[src/tag_pkg.sv]
package tag_pkg;

    // physical register file has 64 entries
    localparam int PTAG_W = 6;
    localparam int AREG_W = 5;
    localparam int ROB_W  = 6;

    // result broadcasts seen by the station, alu first then mul
    localparam int NUM_CDB = 2;

    typedef logic [PTAG_W-1:0] ptag_t;    // physical register tag
    typedef logic [AREG_W-1:0] areg_t;    // architectural register number
    typedef logic [ROB_W-1:0]  rob_idx_t; // reorder buffer slot

endpackage

[src/rs_pkg.sv]
package rs_pkg;

    import tag_pkg::*;

    // which station an instruction goes to
    typedef enum logic [0:0] {
        CLASS_ALU = 1'b0,
        CLASS_MUL = 1'b1
    } rs_class_e;

    typedef enum logic [3:0] {
        OP_ADD  = 4'h0,
        OP_SUB  = 4'h1,
        OP_AND  = 4'h2,
        OP_OR   = 4'h3,
        OP_XOR  = 4'h4,
        OP_SLT  = 4'h5,
        OP_MUL  = 4'h8,
        OP_MULH = 4'h9  // upper half of the product
    } fu_op_e;

    // one station slot, busy means the slot holds a live instruction
    typedef struct packed {
        logic     busy;
        ptag_t    ps1;
        logic     ps1_v;   // source 1 value available
        ptag_t    ps2;
        logic     ps2_v;
        ptag_t    pd;
        areg_t    rd;
        rob_idx_t rob_entry;
        fu_op_e   op;
    } rs_entry_t;

    localparam int ALU_DEPTH = 8;
    localparam int MUL_DEPTH = 4;

endpackage

[src/cdb_if.sv]
`timescale 1ns/1ps

// result broadcasts from the two functional units
interface cdb_if;

    import tag_pkg::*;

    logic  alu_valid;  // single cycle strobe
    ptag_t alu_tag;
    logic  mul_valid;
    ptag_t mul_tag;

    // everything in the station only listens
    modport sink (
        input alu_valid,
        input alu_tag,
        input mul_valid,
        input mul_tag
    );

endinterface

[src/issue_if.sv]
`timescale 1ns/1ps

// one issue port from a selector towards a functional unit
interface issue_if;

    import tag_pkg::*;
    import rs_pkg::*;

    logic     valid;
    logic     fu_busy;   // level from the unit, blocks issue
    ptag_t    ps1;
    ptag_t    ps2;
    ptag_t    pd;
    areg_t    rd;
    rob_idx_t rob_entry;
    fu_op_e   op;

    modport source (
        output valid,
        input  fu_busy,
        output ps1,
        output ps2,
        output pd,
        output rd,
        output rob_entry,
        output op
    );

    modport sink (
        input  valid,
        output fu_busy,
        input  ps1,
        input  ps2,
        input  pd,
        input  rd,
        input  rob_entry,
        input  op
    );

endinterface

[src/rs_dispatch_ctrl.sv]
`timescale 1ns/1ps

module rs_dispatch_ctrl (
    input  logic                dispatch_valid,
    input  rs_pkg::rs_class_e   dispatch_class,
    input  tag_pkg::ptag_t      ps1,
    input  tag_pkg::ptag_t      ps2,
    input  tag_pkg::ptag_t      pd,
    input  logic                ps1_ready,
    input  logic                ps2_ready,
    input  tag_pkg::areg_t      rd,
    input  tag_pkg::rob_idx_t   rob_entry,
    input  rs_pkg::fu_op_e      op,
    cdb_if.sink                 cdb,
    input  logic                alu_full,
    input  logic                mul_full,
    output logic                alu_write,
    output logic                mul_write,
    output rs_pkg::rs_entry_t   write_entry
);

    import tag_pkg::*;
    import rs_pkg::*;

    logic [NUM_CDB-1:0] bc_valid;
    ptag_t              bc_tag [NUM_CDB];
    logic               ps1_hit;
    logic               ps2_hit;

    always_comb
    begin
        bc_valid  = {cdb.mul_valid, cdb.alu_valid};
        bc_tag[0] = cdb.alu_tag;
        bc_tag[1] = cdb.mul_tag;
    end

    // bypass: a result on the bus this cycle counts as ready
    always_comb
    begin
        ps1_hit = 1'b0;
        ps2_hit = 1'b0;
        for (int k = 0; k < NUM_CDB; k++)
        begin
            if (bc_valid[k] && (bc_tag[k] == ps1))
            begin
                ps1_hit = 1'b1;
            end
            if (bc_valid[k] && (bc_tag[k] == ps2))
            begin
                ps2_hit = 1'b1;
            end
        end
    end

    // a dispatch into a full class is silently dropped
    assign alu_write = dispatch_valid && (dispatch_class == CLASS_ALU) && !alu_full;
    assign mul_write = dispatch_valid && (dispatch_class == CLASS_MUL) && !mul_full;

    always_comb
    begin
        write_entry.busy      = 1'b1;
        write_entry.ps1       = ps1;
        write_entry.ps1_v     = ps1_ready || ps1_hit;
        write_entry.ps2       = ps2;
        write_entry.ps2_v     = ps2_ready || ps2_hit;
        write_entry.pd        = pd;
        write_entry.rd        = rd;
        write_entry.rob_entry = rob_entry;
        write_entry.op        = op;
    end

endmodule

[src/rs_entry_array.sv]
`timescale 1ns/1ps

module rs_entry_array #(
    parameter int DEPTH = 4
) (
    input  logic                       clk,
    input  logic                       rst,
    input  logic                       write,
    input  rs_pkg::rs_entry_t          write_entry,
    cdb_if.sink                        cdb,
    input  logic                       clear,
    input  logic [$clog2(DEPTH)-1:0]   clear_idx,
    output rs_pkg::rs_entry_t          entries [DEPTH],
    output logic                       full
);

    import tag_pkg::*;
    import rs_pkg::*;

    localparam int IDX_W = $clog2(DEPTH);

    rs_entry_t          slot_q [DEPTH];
    logic [DEPTH-1:0]   busy;
    logic [IDX_W-1:0]   free_idx;
    logic [DEPTH-1:0]   wake1;
    logic [DEPTH-1:0]   wake2;
    logic [NUM_CDB-1:0] bc_valid;
    ptag_t              bc_tag [NUM_CDB];

    always_comb
    begin
        bc_valid  = {cdb.mul_valid, cdb.alu_valid};
        bc_tag[0] = cdb.alu_tag;
        bc_tag[1] = cdb.mul_tag;
    end

    always_comb
    begin
        for (int i = 0; i < DEPTH; i++)
        begin
            busy[i]    = slot_q[i].busy;
            entries[i] = slot_q[i];
        end
    end

    // lowest free slot, walk down so index 0 wins
    always_comb
    begin
        free_idx = '0;
        for (int i = DEPTH - 1; i >= 0; i--)
        begin
            if (!busy[i])
            begin
                free_idx = IDX_W'(i);
            end
        end
    end

    assign full = &busy;

    // tag match against the current broadcasts
    always_comb
    begin
        wake1 = '0;
        wake2 = '0;
        for (int i = 0; i < DEPTH; i++)
        begin
            for (int k = 0; k < NUM_CDB; k++)
            begin
                if (busy[i] && bc_valid[k] && (bc_tag[k] == slot_q[i].ps1))
                begin
                    wake1[i] = 1'b1;
                end
                if (busy[i] && bc_valid[k] && (bc_tag[k] == slot_q[i].ps2))
                begin
                    wake2[i] = 1'b1;
                end
            end
        end
    end

    // write and clear never hit the same slot, write goes to a free one
    always_ff @(posedge clk)
    begin
        if (rst)
        begin
            for (int i = 0; i < DEPTH; i++)
            begin
                slot_q[i].busy <= 1'b0;
            end
        end
        else
        begin
            for (int i = 0; i < DEPTH; i++)
            begin
                if (wake1[i])
                begin
                    slot_q[i].ps1_v <= 1'b1;
                end
                if (wake2[i])
                begin
                    slot_q[i].ps2_v <= 1'b1;
                end
            end
            if (write)
            begin
                slot_q[free_idx] <= write_entry;
            end
            if (clear)
            begin
                slot_q[clear_idx].busy <= 1'b0;
            end
        end
    end

endmodule

[src/rs_issue_select.sv]
`timescale 1ns/1ps

module rs_issue_select #(
    parameter int DEPTH = 4
) (
    input  rs_pkg::rs_entry_t          entries [DEPTH],
    issue_if.source                    iss,
    output logic                       clear,
    output logic [$clog2(DEPTH)-1:0]   clear_idx
);

    import rs_pkg::*;

    localparam int IDX_W = $clog2(DEPTH);

    logic             found;
    logic [IDX_W-1:0] pick_idx;
    rs_entry_t        pick;

    // oldest position first, lowest ready index wins
    always_comb
    begin
        found    = 1'b0;
        pick_idx = '0;
        for (int i = DEPTH - 1; i >= 0; i--)
        begin
            if (entries[i].busy && entries[i].ps1_v && entries[i].ps2_v)
            begin
                found    = 1'b1;
                pick_idx = IDX_W'(i);
            end
        end
    end

    assign pick = entries[pick_idx];

    assign iss.valid = found && !iss.fu_busy;
    assign clear     = iss.valid;   // slot freed at the next edge
    assign clear_idx = pick_idx;

    always_comb
    begin
        if (iss.valid)
        begin
            iss.ps1       = pick.ps1;
            iss.ps2       = pick.ps2;
            iss.pd        = pick.pd;
            iss.rd        = pick.rd;
            iss.rob_entry = pick.rob_entry;
            iss.op        = pick.op;
        end
        else
        begin
            iss.ps1       = '0;
            iss.ps2       = '0;
            iss.pd        = '0;
            iss.rd        = '0;
            iss.rob_entry = '0;
            iss.op        = OP_ADD;  // encodes as zero
        end
    end

endmodule

[src/reservation_station.sv]
`timescale 1ns/1ps

module reservation_station (
    input  logic                clk,
    input  logic                rst,
    input  logic                dispatch_valid,
    input  rs_pkg::rs_class_e   dispatch_class,
    input  tag_pkg::ptag_t      ps1,
    input  tag_pkg::ptag_t      ps2,
    input  logic                ps1_ready,
    input  logic                ps2_ready,
    input  tag_pkg::ptag_t      pd,
    input  tag_pkg::areg_t      rd,
    input  tag_pkg::rob_idx_t   rob_entry,
    input  rs_pkg::fu_op_e      op,
    input  logic                cdb_alu_valid,
    input  logic                cdb_mul_valid,
    input  tag_pkg::ptag_t      cdb_alu_tag,
    input  tag_pkg::ptag_t      cdb_mul_tag,
    input  logic                alu_fu_busy,
    input  logic                mul_fu_busy,
    output logic                alu_full,
    output logic                mul_full,
    output logic                alu_issue_valid,
    output tag_pkg::ptag_t      alu_issue_ps1,
    output tag_pkg::ptag_t      alu_issue_ps2,
    output tag_pkg::ptag_t      alu_issue_pd,
    output tag_pkg::areg_t      alu_issue_rd,
    output tag_pkg::rob_idx_t   alu_issue_rob_entry,
    output rs_pkg::fu_op_e      alu_issue_op,
    output logic                mul_issue_valid,
    output tag_pkg::ptag_t      mul_issue_ps1,
    output tag_pkg::ptag_t      mul_issue_ps2,
    output tag_pkg::ptag_t      mul_issue_pd,
    output tag_pkg::areg_t      mul_issue_rd,
    output tag_pkg::rob_idx_t   mul_issue_rob_entry,
    output rs_pkg::fu_op_e      mul_issue_op
);

    import rs_pkg::*;

    cdb_if   cdb ();
    issue_if alu_iss ();
    issue_if mul_iss ();

    rs_entry_t                      write_entry;
    logic                           alu_write;
    logic                           mul_write;
    rs_entry_t                      alu_entries [ALU_DEPTH];
    rs_entry_t                      mul_entries [MUL_DEPTH];
    logic                           alu_clear;
    logic                           mul_clear;
    logic [$clog2(ALU_DEPTH)-1:0]   alu_clear_idx;
    logic [$clog2(MUL_DEPTH)-1:0]   mul_clear_idx;

    assign cdb.alu_valid = cdb_alu_valid;
    assign cdb.alu_tag   = cdb_alu_tag;
    assign cdb.mul_valid = cdb_mul_valid;
    assign cdb.mul_tag   = cdb_mul_tag;

    rs_dispatch_ctrl u_dispatch_ctrl (
        .dispatch_valid (dispatch_valid),
        .dispatch_class (dispatch_class),
        .ps1            (ps1),
        .ps2            (ps2),
        .pd             (pd),
        .ps1_ready      (ps1_ready),
        .ps2_ready      (ps2_ready),
        .rd             (rd),
        .rob_entry      (rob_entry),
        .op             (op),
        .cdb            (cdb),
        .alu_full       (alu_full),
        .mul_full       (mul_full),
        .alu_write      (alu_write),
        .mul_write      (mul_write),
        .write_entry    (write_entry)
    );

    rs_entry_array #(.DEPTH(ALU_DEPTH)) u_alu_array (
        .clk         (clk),
        .rst         (rst),
        .write       (alu_write),
        .write_entry (write_entry),
        .cdb         (cdb),
        .clear       (alu_clear),
        .clear_idx   (alu_clear_idx),
        .entries     (alu_entries),
        .full        (alu_full)
    );

    rs_entry_array #(.DEPTH(MUL_DEPTH)) u_mul_array (
        .clk         (clk),
        .rst         (rst),
        .write       (mul_write),
        .write_entry (write_entry),
        .cdb         (cdb),
        .clear       (mul_clear),
        .clear_idx   (mul_clear_idx),
        .entries     (mul_entries),
        .full        (mul_full)
    );

    rs_issue_select #(.DEPTH(ALU_DEPTH)) u_alu_select (
        .entries   (alu_entries),
        .iss       (alu_iss),
        .clear     (alu_clear),
        .clear_idx (alu_clear_idx)
    );

    rs_issue_select #(.DEPTH(MUL_DEPTH)) u_mul_select (
        .entries   (mul_entries),
        .iss       (mul_iss),
        .clear     (mul_clear),
        .clear_idx (mul_clear_idx)
    );

    // alu issue port out to the pins
    assign alu_iss.fu_busy     = alu_fu_busy;
    assign alu_issue_valid     = alu_iss.valid;
    assign alu_issue_ps1       = alu_iss.ps1;
    assign alu_issue_ps2       = alu_iss.ps2;
    assign alu_issue_pd        = alu_iss.pd;
    assign alu_issue_rd        = alu_iss.rd;
    assign alu_issue_rob_entry = alu_iss.rob_entry;
    assign alu_issue_op        = alu_iss.op;

    assign mul_iss.fu_busy     = mul_fu_busy;
    assign mul_issue_valid     = mul_iss.valid;
    assign mul_issue_ps1       = mul_iss.ps1;
    assign mul_issue_ps2       = mul_iss.ps2;
    assign mul_issue_pd        = mul_iss.pd;
    assign mul_issue_rd        = mul_iss.rd;
    assign mul_issue_rob_entry = mul_iss.rob_entry;
    assign mul_issue_op        = mul_iss.op;

endmodule

[config.mk]
export PLATFORM = sky130hd
export DESIGN_NAME = reservation_station
export DESIGN_NICKNAME = d
export VERILOG_FILES = /design/src/tag_pkg.sv /design/src/rs_pkg.sv /design/src/cdb_if.sv /design/src/issue_if.sv /design/src/rs_dispatch_ctrl.sv /design/src/rs_entry_array.sv /design/src/rs_issue_select.sv /design/src/reservation_station.sv
export SDC_FILE = /design/constraint.sdc
export NUM_CORES = 1
export LEC_CHECK = 0
export BUFFER_PORTS_ARGS = -buffer_cell sky130_fd_sc_hd__buf_4
export CAP_MARGIN = 0
export CORE_MARGIN = 1
export CORE_UTILIZATION = 51
export CTS_BUF_LIST = sky130_fd_sc_hd__clkbuf_4
export DETAILED_ROUTE_END_ITERATION = 7
export PLACE_DENSITY = 0.69
export SLEW_MARGIN = 20
export SYNTH_ARGS = -nofsm -noshare
export SYNTH_HDL_FRONTEND = slang
export SYNTH_SLANG_ARGS = --single-unit
[constraint.sdc]
create_clock -name clk -period 13.7 [get_ports clk]
set_clock_uncertainty 0.1 [all_clocks]
set_input_delay 3.425 -clock clk [delete_from_list [all_inputs] [get_ports clk]]
set_output_delay 3.425 -clock clk [all_outputs]
set_load 0.1 [all_outputs]
==> results of run 1 <==
-- through the flow --
step / instances / util
floorplan: 1677 / -
global placement: 2224 / 0.551
detailed placement: 2224 / 0.551
CTS: 2414 / 0.586
global route: 2419 / 0.588
finish: 2419 / 0.588
-- cell type report --
type                    instances  area (um^2)  share of cell area
diodes                          2         5.00            0.000213
clock buffers                 161         1210              0.0515
clock inverters                29          179             0.00763
inverters                      11         41.3             0.00176
multi-input cells            1109         7580               0.323
flip-flops and latches        432        12600               0.537
well taps                     525          657              0.0280
repair buffers                150         1180              0.0502
-- routing by layer --
layer / share of wire / track usage / vias up
met5: 0 / 0 / -
met4: 0.034 / 0.131 / 0
met3: 0.089 / 0.0655 / 145
met2: 0.47 / 0.478 / 754
met1: 0.40 / 0.389 / 7409
li1: - / - / 6656
-- worst max-delay path: cells and delay by family --
family | cells | cell delay [ns]
buf+inv | 2 | 0.53
compound gates | 3 | 1.41
-- state kept, by name (all words and copies together), names as in the netlist --
signal and cells:
u_alu_array.slot_q 288, u_mul_array.slot_q 144
-- cell families (layout without fill, tap and decap cells) --
family,count (synthesis),in the layout,synth area share
AND/OR/NAND/NOR,457,457,0.107
buffers and inverters,136,351,0.0303
other,0,2,0
AO/OA/AOI/OAI,320,320,0.112
XOR/XNOR,312,312,0.132
flip-flops,432,432,0.609
multiplexers,20,20,0.0104
-- synthesized netlist by cell type, types with 2 or more instances --
cell type / n / area share
mux2_2: 12 / 0.0065
clkbuf_1: 57 / 0.010
or2_1: 2 / 0.00060
buf_2: 61 / 0.015
nand4_1: 54 / 0.016
o21ai_0: 2 / 0.00048
nor2b_1: 4 / 0.0012
nor3_1: 23 / 0.0056
o311ai_0: 33 / 0.014
a21oi_1: 129 / 0.031
dfxtp_1: 36 / 0.035
a31oi_1: 3 / 0.00091
nand3_1: 14 / 0.0034
nor2_1: 163 / 0.030
mux2i_1: 8 / 0.0039
xnor2_1: 156 / 0.066
nand2_1: 92 / 0.017
inv_1: 11 / 0.0020
and3_1: 2 / 0.00060
nor4_1: 53 / 0.016
and2_1: 2 / 0.00060
a221oi_1: 33 / 0.014
a211oi_2: 10 / 0.0060
buf_6: 2 / 0.0011
or3_1: 33 / 0.010
a31oi_2: 2 / 0.0012
a211oi_1: 56 / 0.020
a21oi_2: 10 / 0.0042
nand2b_1: 4 / 0.0012
xor2_1: 156 / 0.066
edfxtp_1: 396 / 0.57
buf_4: 2 / 0.00072
a22oi_1: 4 / 0.0014
a222oi_1: 33 / 0.016
-- worst min-delay path by stage --
stage	from	end	slack [ns]
after floorplan	u_alu_array.slot_q[7][28]	u_alu_array.slot_q[7][28]	0.38
after global placement	u_alu_array.slot_q[1][21]	u_alu_array.slot_q[1][21]	0.39
after detailed placement	u_alu_array.slot_q[7][28]	u_alu_array.slot_q[7][28]	0.40
after CTS	u_alu_array.slot_q[7][28]	u_alu_array.slot_q[7][28]	0.42
after global routing	u_mul_array.slot_q[3][21]	u_mul_array.slot_q[3][21]	0.45
final	u_alu_array.slot_q[7][28]	u_alu_array.slot_q[7][28]	0.42
-- cell usage in the layout (no fill, tap or decap), types with 3 or more instances in the layout --
master and n:
a211oi_1 56, a211oi_2 10, a21oi_1 129, a21oi_2 10
a221oi_1 33, a222oi_1 33, a22oi_1 4, a31oi_1 3
buf_4 147, clkbuf_4 161, clkinv_1 23, dfxtp_1 36
edfxtp_1 396, inv_1 11, mux2_2 12, mux2i_1 8
nand2_1 92, nand2b_1 4, nand3_1 13, nand4_1 54
nor2_1 158, nor2_4 3, nor3_1 20, nor3_2 3
nor4_1 53, o311ai_0 33, or3_1 33, xnor2_1 156
xor2_1 156
-- power breakdown --
group	leakage (nW)	internal [mW]	total, mW	switching, mW
clock	0.814	0.573	1.09	0.513
combinational	3.23	0.0644	0.218	0.153
sequential	3.87	1.46	1.47	0.0132
total	7.91	2.09	2.77	0.679
==> impl_metrics.csv, run 1 <==
group,metric,value,unit
logic_synthesis,synth_cells,1677,
min_path,hold_depth,2,
critical_path,crit_start,"alu_fu_busy",
final_layout,fin_area,23500,um^2
timing,layout_setup_ws,4.80,ns
min_path,hold_path.class,"reg -> reg",
place,dpl.hpwl,37.1,mm
global_route,antenna_found_initial,1,
global_route,grt_first_pass_wirelength,91.2,mm
logic_synthesis,syn_nets,1732,
logic_synthesis,ys_dominant_reg_cell,"edfxtp_1",
critical_path,critPathMaxFanout,13,
critical_path,worstReg2RegEnd,"u_alu_array.slot_q[5][35]",
timing,tightest_slew,1.10,ns
cts,cts.htree.levels,3,
place,io_buffers,124,
die,core,39900,um^2
logic_synthesis,synth-async-reset-ratio,0,
logic_synthesis,synth_edf_count,396,
place,post_dp_cell_area,22000,um^2
timing,finalSetupViolCount,0,
critical_path,critPathLaunchType,"primary input",
cts,clk_pin_slew_worst_paths,0.07,ns
global_route,grt_usage,0.298,
cts,clock-root-buffer,"clkbuf_4",
final_layout,fill_cells,3265,
power_and_ir_drop,peakVddDrop,0.0000825,V
power_and_ir_drop,power.density,118,nW/um^2
die,num_io_pins,125,
die,die_h,204,um
critical_path,crit_arrival,5.38,ns
cts,cts_made_buffers,107,
critical_path,critPathMaxStageDelay,0.58,ns
final_layout,final_nets,1866,
die,fp.dieW,204,um
critical_path,crit_type,"in -> out",
logic_synthesis,ys_types,53,
critical_path,crit_path_frequent_cell,"buf_4",
global_route,grt_max_degree,111,
routing,drtAntennaViolNets,0,
cts,cts_tree,"built",
power_and_ir_drop,power,2.77,mW
die,dieArea,41400,um^2
die,start_util,0.519,
logic_synthesis,ys_warn_count,0,
routing,wl,61.7,mm
run_status,status,"completed",
timing,max_freq,0.112,GHz
timing,relSlewSlack,0.266,
final_layout,layout-drive-gt1-share,0.199,
cts,cts_repair_resize_count,0,
logic_synthesis,synth_area_per_cell,12.4,um^2
critical_path,cp_data_required_time,10.18,ns
flow_run,maxCapViolCount,0,
global_route,grt_overflow,0,
timing,tns,0,ns
critical_path,reg2reg_slack,10.71,ns
timing,rsz0062_at_grt,"false",
timing,final_hold_viol_count,0,
routing,avgViaCountPerCell,6.19,
global_route,grt_pass1_vias,15000,
critical_path,cp_slowest_cell,"a31oi_4",
place,post-place-ws,4.45,ns
routing,dr_total_vias,15000,
logic_synthesis,synth.yosys.seq_area_share,0.609,
critical_path,endpoint_kind,"primary output",
routing,drt_first_pass_iters,6,
timing,finalCritPeriodShare,0.650,
critical_path,worstPathCellList,"buf_4, a31oi_4, o311ai_0, a211oi_1, buf_4",
routing,drc,0,
cts,cts_buffer_depth,3,
routing,drtIter0Drc,1524,
power_and_ir_drop,p_leak,7.91,nW
routing,wl_per_cell,25.5,um
final_layout,syn2layout_area_growth,13.3,%
cts,clock-sinks,432,
timing,maxSlewViolCount,0,
critical_path,r2r_cells,5,
place,gp_congestion,0.920,
cts,cts_hold_buf,0,
logic_synthesis,ys_ff_latch,432,
logic_synthesis,netlist_area,20700,um^2
die,rows,73,
cts,insertion_delay,0.83,ns
critical_path,reg2reg_from,"u_alu_array.slot_q[3][35]",
critical_path,cp-endpoint,"alu_issue_ps2[5]",
timing,period_minus_slack,8.90,ns
timing,whs,0.417,ns
cts,cts_setup_buffers,0,
Power figures use the tool's default switching activity.
==> inputs of run 2 (changes only) <==
==> constraint.sdc (replaced) <==
create_clock -name clk -period 9.2 [get_ports clk]
set_clock_uncertainty 0.1 [all_clocks]
set_input_delay 2.3 -clock clk [delete_from_list [all_inputs] [get_ports clk]]
set_output_delay 2.3 -clock clk [all_outputs]
set_load 0.1 [all_outputs]
==> run 2 against run 1 <==
Register-to-register slack got worse by 4.5 ns. First-iteration DRC count is 3.7% higher. Largest power group unchanged. Worst hold slack got worse by 0.00097 ns. Setup slack lost 2.5 ns. Highest routed layer unchanged. Critical path type is now reg -> out. Clock-buffer cell count down 7.
==> impl_metrics.csv, run 2 (synthesis results as in run 1) <==
group,metric,value,unit
final_layout,layout_commonest_cell,"edfxtp_1",
timing,tightest_slew,1.13,ns
timing,finalCritPeriodShare,0.749,
min_path,hold_path.class,"reg -> reg",
timing,max_freq,0.145,GHz
timing,rsz0062_at_grt,"false",
routing,dr_total_vias,15100,
run_status,status,"completed",
power_and_ir_drop,peakVddDrop,0.000106,V
die,rows,73,
routing,wl_per_cell,25.2,um
critical_path,critPathMaxFanout,69,
global_route,grt_first_pass_wirelength,90.3,mm
timing,maxSlewViolCount,0,
final_layout,layout-drive-gt1-share,0.196,
cts,cts_made_buffers,109,
routing,wl,60.9,mm
final_layout,layout_common_cells,"edfxtp_1, nor2_1, xor2_1, xnor2_1, clkbuf_4",
cts,cts.htree.levels,3,
timing,relSlewSlack,0.245,
place,io_buffers,124,
cts,cts_setup_buffers,0,
cts,clock-root-buffer,"clkbuf_4",
final_layout,final_nets,1868,
cts,insertion_delay,0.83,ns
cts,cts_tree,"built",
timing,period_minus_slack,6.89,ns
cts,clock-sinks,432,
final_layout,multi_input_area,7580,um^2
global_route,gr-usage-met2,0.472,
timing,tns,0,ns
die,die_h,204,um
final_layout,biggestRegsByFlops,"u_alu_array.slot_q x288, u_mul_array.slot_q x144",
global_route,grt_usage,0.295,
routing,drtAntennaViolNets,0,
power_and_ir_drop,power.density,174,nW/um^2
die,dieArea,41400,um^2
cts,cts_repair_resize_count,0,
die,core,39900,um^2
global_route,busiest_layer,"met2",
global_route,grt.met3_usage,0.0625,
die,num_io_pins,125,
critical_path,crit_type,"reg -> out",
final_layout,largest_reg_flops,288,
cts,cts_hold_buf,0,
die,fp.dieW,204,um
timing,whs,0.416,ns
final_layout,regMostFlops,"u_alu_array.slot_q",
global_route,grt_overflow,0,
flow_run,maxCapViolCount,0,
routing,drtIter0Drc,1581,
critical_path,endpoint_kind,"primary output",
die,start_util,0.519,
global_route,grt_max_degree,70,
place,gp_congestion,0.897,
final_layout,fill_cells,3270,
global_route,grt_util_met1,0.380,
critical_path,crit_arrival,4.49,ns
timing,finalSetupViolCount,0,
cts,clk_pin_slew_worst_paths,0.07,ns
critical_path,critPathLaunchType,"flop",
place,dpl.hpwl,37.0,mm
timing,final_hold_viol_count,0,
routing,drt_first_pass_iters,6,
cts,cts_buffer_depth,3,
power_and_ir_drop,power,4.06,mW
critical_path,cp_data_required_time,6.80,ns
final_layout,seq_area,12600,um^2
final_layout,syn2layout_area_growth,12.9,%
power_and_ir_drop,p_leak,7.88,nW
global_route,grt_pass1_vias,15100,
routing,avgViaCountPerCell,6.24,
global_route,antenna_found_initial,1,
routing,drc,0,
[run 2: cell count changes in the layout (fill, tap and decap cells not counted), sizes merged]
cell      previous run  this run
bufinv               2         0
clkbuf             161       154
clkinv              24        33
clkinvlp             2         0
diode                2         1
inv                 12        14
[run 2: final timing paths]
check | from | to | slack [ns] | cells past startpoint
setup / recovery | u_alu_array.slot_q[6][35] | alu_issue_ps2[5] | 2.31 | 7
hold / removal | u_alu_array.slot_q[7][21] | u_alu_array.slot_q[7][21] | 0.42 | 2
setup reg to reg | u_alu_array.slot_q[2][35] | u_alu_array.slot_q[4][35] | 6.23 | 5
hold reg to reg | u_alu_array.slot_q[7][21] | u_alu_array.slot_q[7][21] | 0.42 | 2
[run 2: final cells by class]
class | count | area share
well taps | 525 | 0.0281
diodes | 1 | 0.000107
clock buffers | 154 | 0.0495
repair buffers | 150 | 0.0499
clock inverters | 36 | 0.00690
inverters | 11 | 0.00177
multi-input cells | 1109 | 0.324
flip-flops and latches | 432 | 0.539
[run 2: power breakdown]
part	switching [mW]	internal (mW)	leakage, nW
logic	0.228	0.0962	3.22
registers	0.0201	2.17	3.87
clock network	0.782	0.771	0.787
[run 2: per-layer routing]
metal | vias up | part of all wire
met5 | - | 0
li1 | 6668 | -
met4 | 0 | 0.040
met3 | 186 | 0.086
met1 | 7438 | 0.40
met2 | 788 | 0.47
[run 2: stage by stage]
stage | cells | utilization | setup slack [ns] | cell area (um^2)
5_1_grt | 2418 | 0.586 | 2.10 | 23400
2_1_floorplan | 1677 | - | 1.26 | 20700
3_3_place_gp | 2225 | 0.551 | 2.32 | 22000
3_5_place_dp | 2225 | 0.551 | 2.30 | 22000
6_report | 2418 | 0.586 | 2.31 | 23400
4_1_cts | 2415 | 0.584 | 2.28 | 23300
[run 2: worst max-delay path, stage by stage (launching register included)]
cell      delay [ns]
dfxtp_1         0.45
nand3_1         0.14
a211o_1         0.37
nand3_4         0.45
and2_4          0.97
a211oi_1        0.35
a211oi_1        0.53
buf_4           0.38
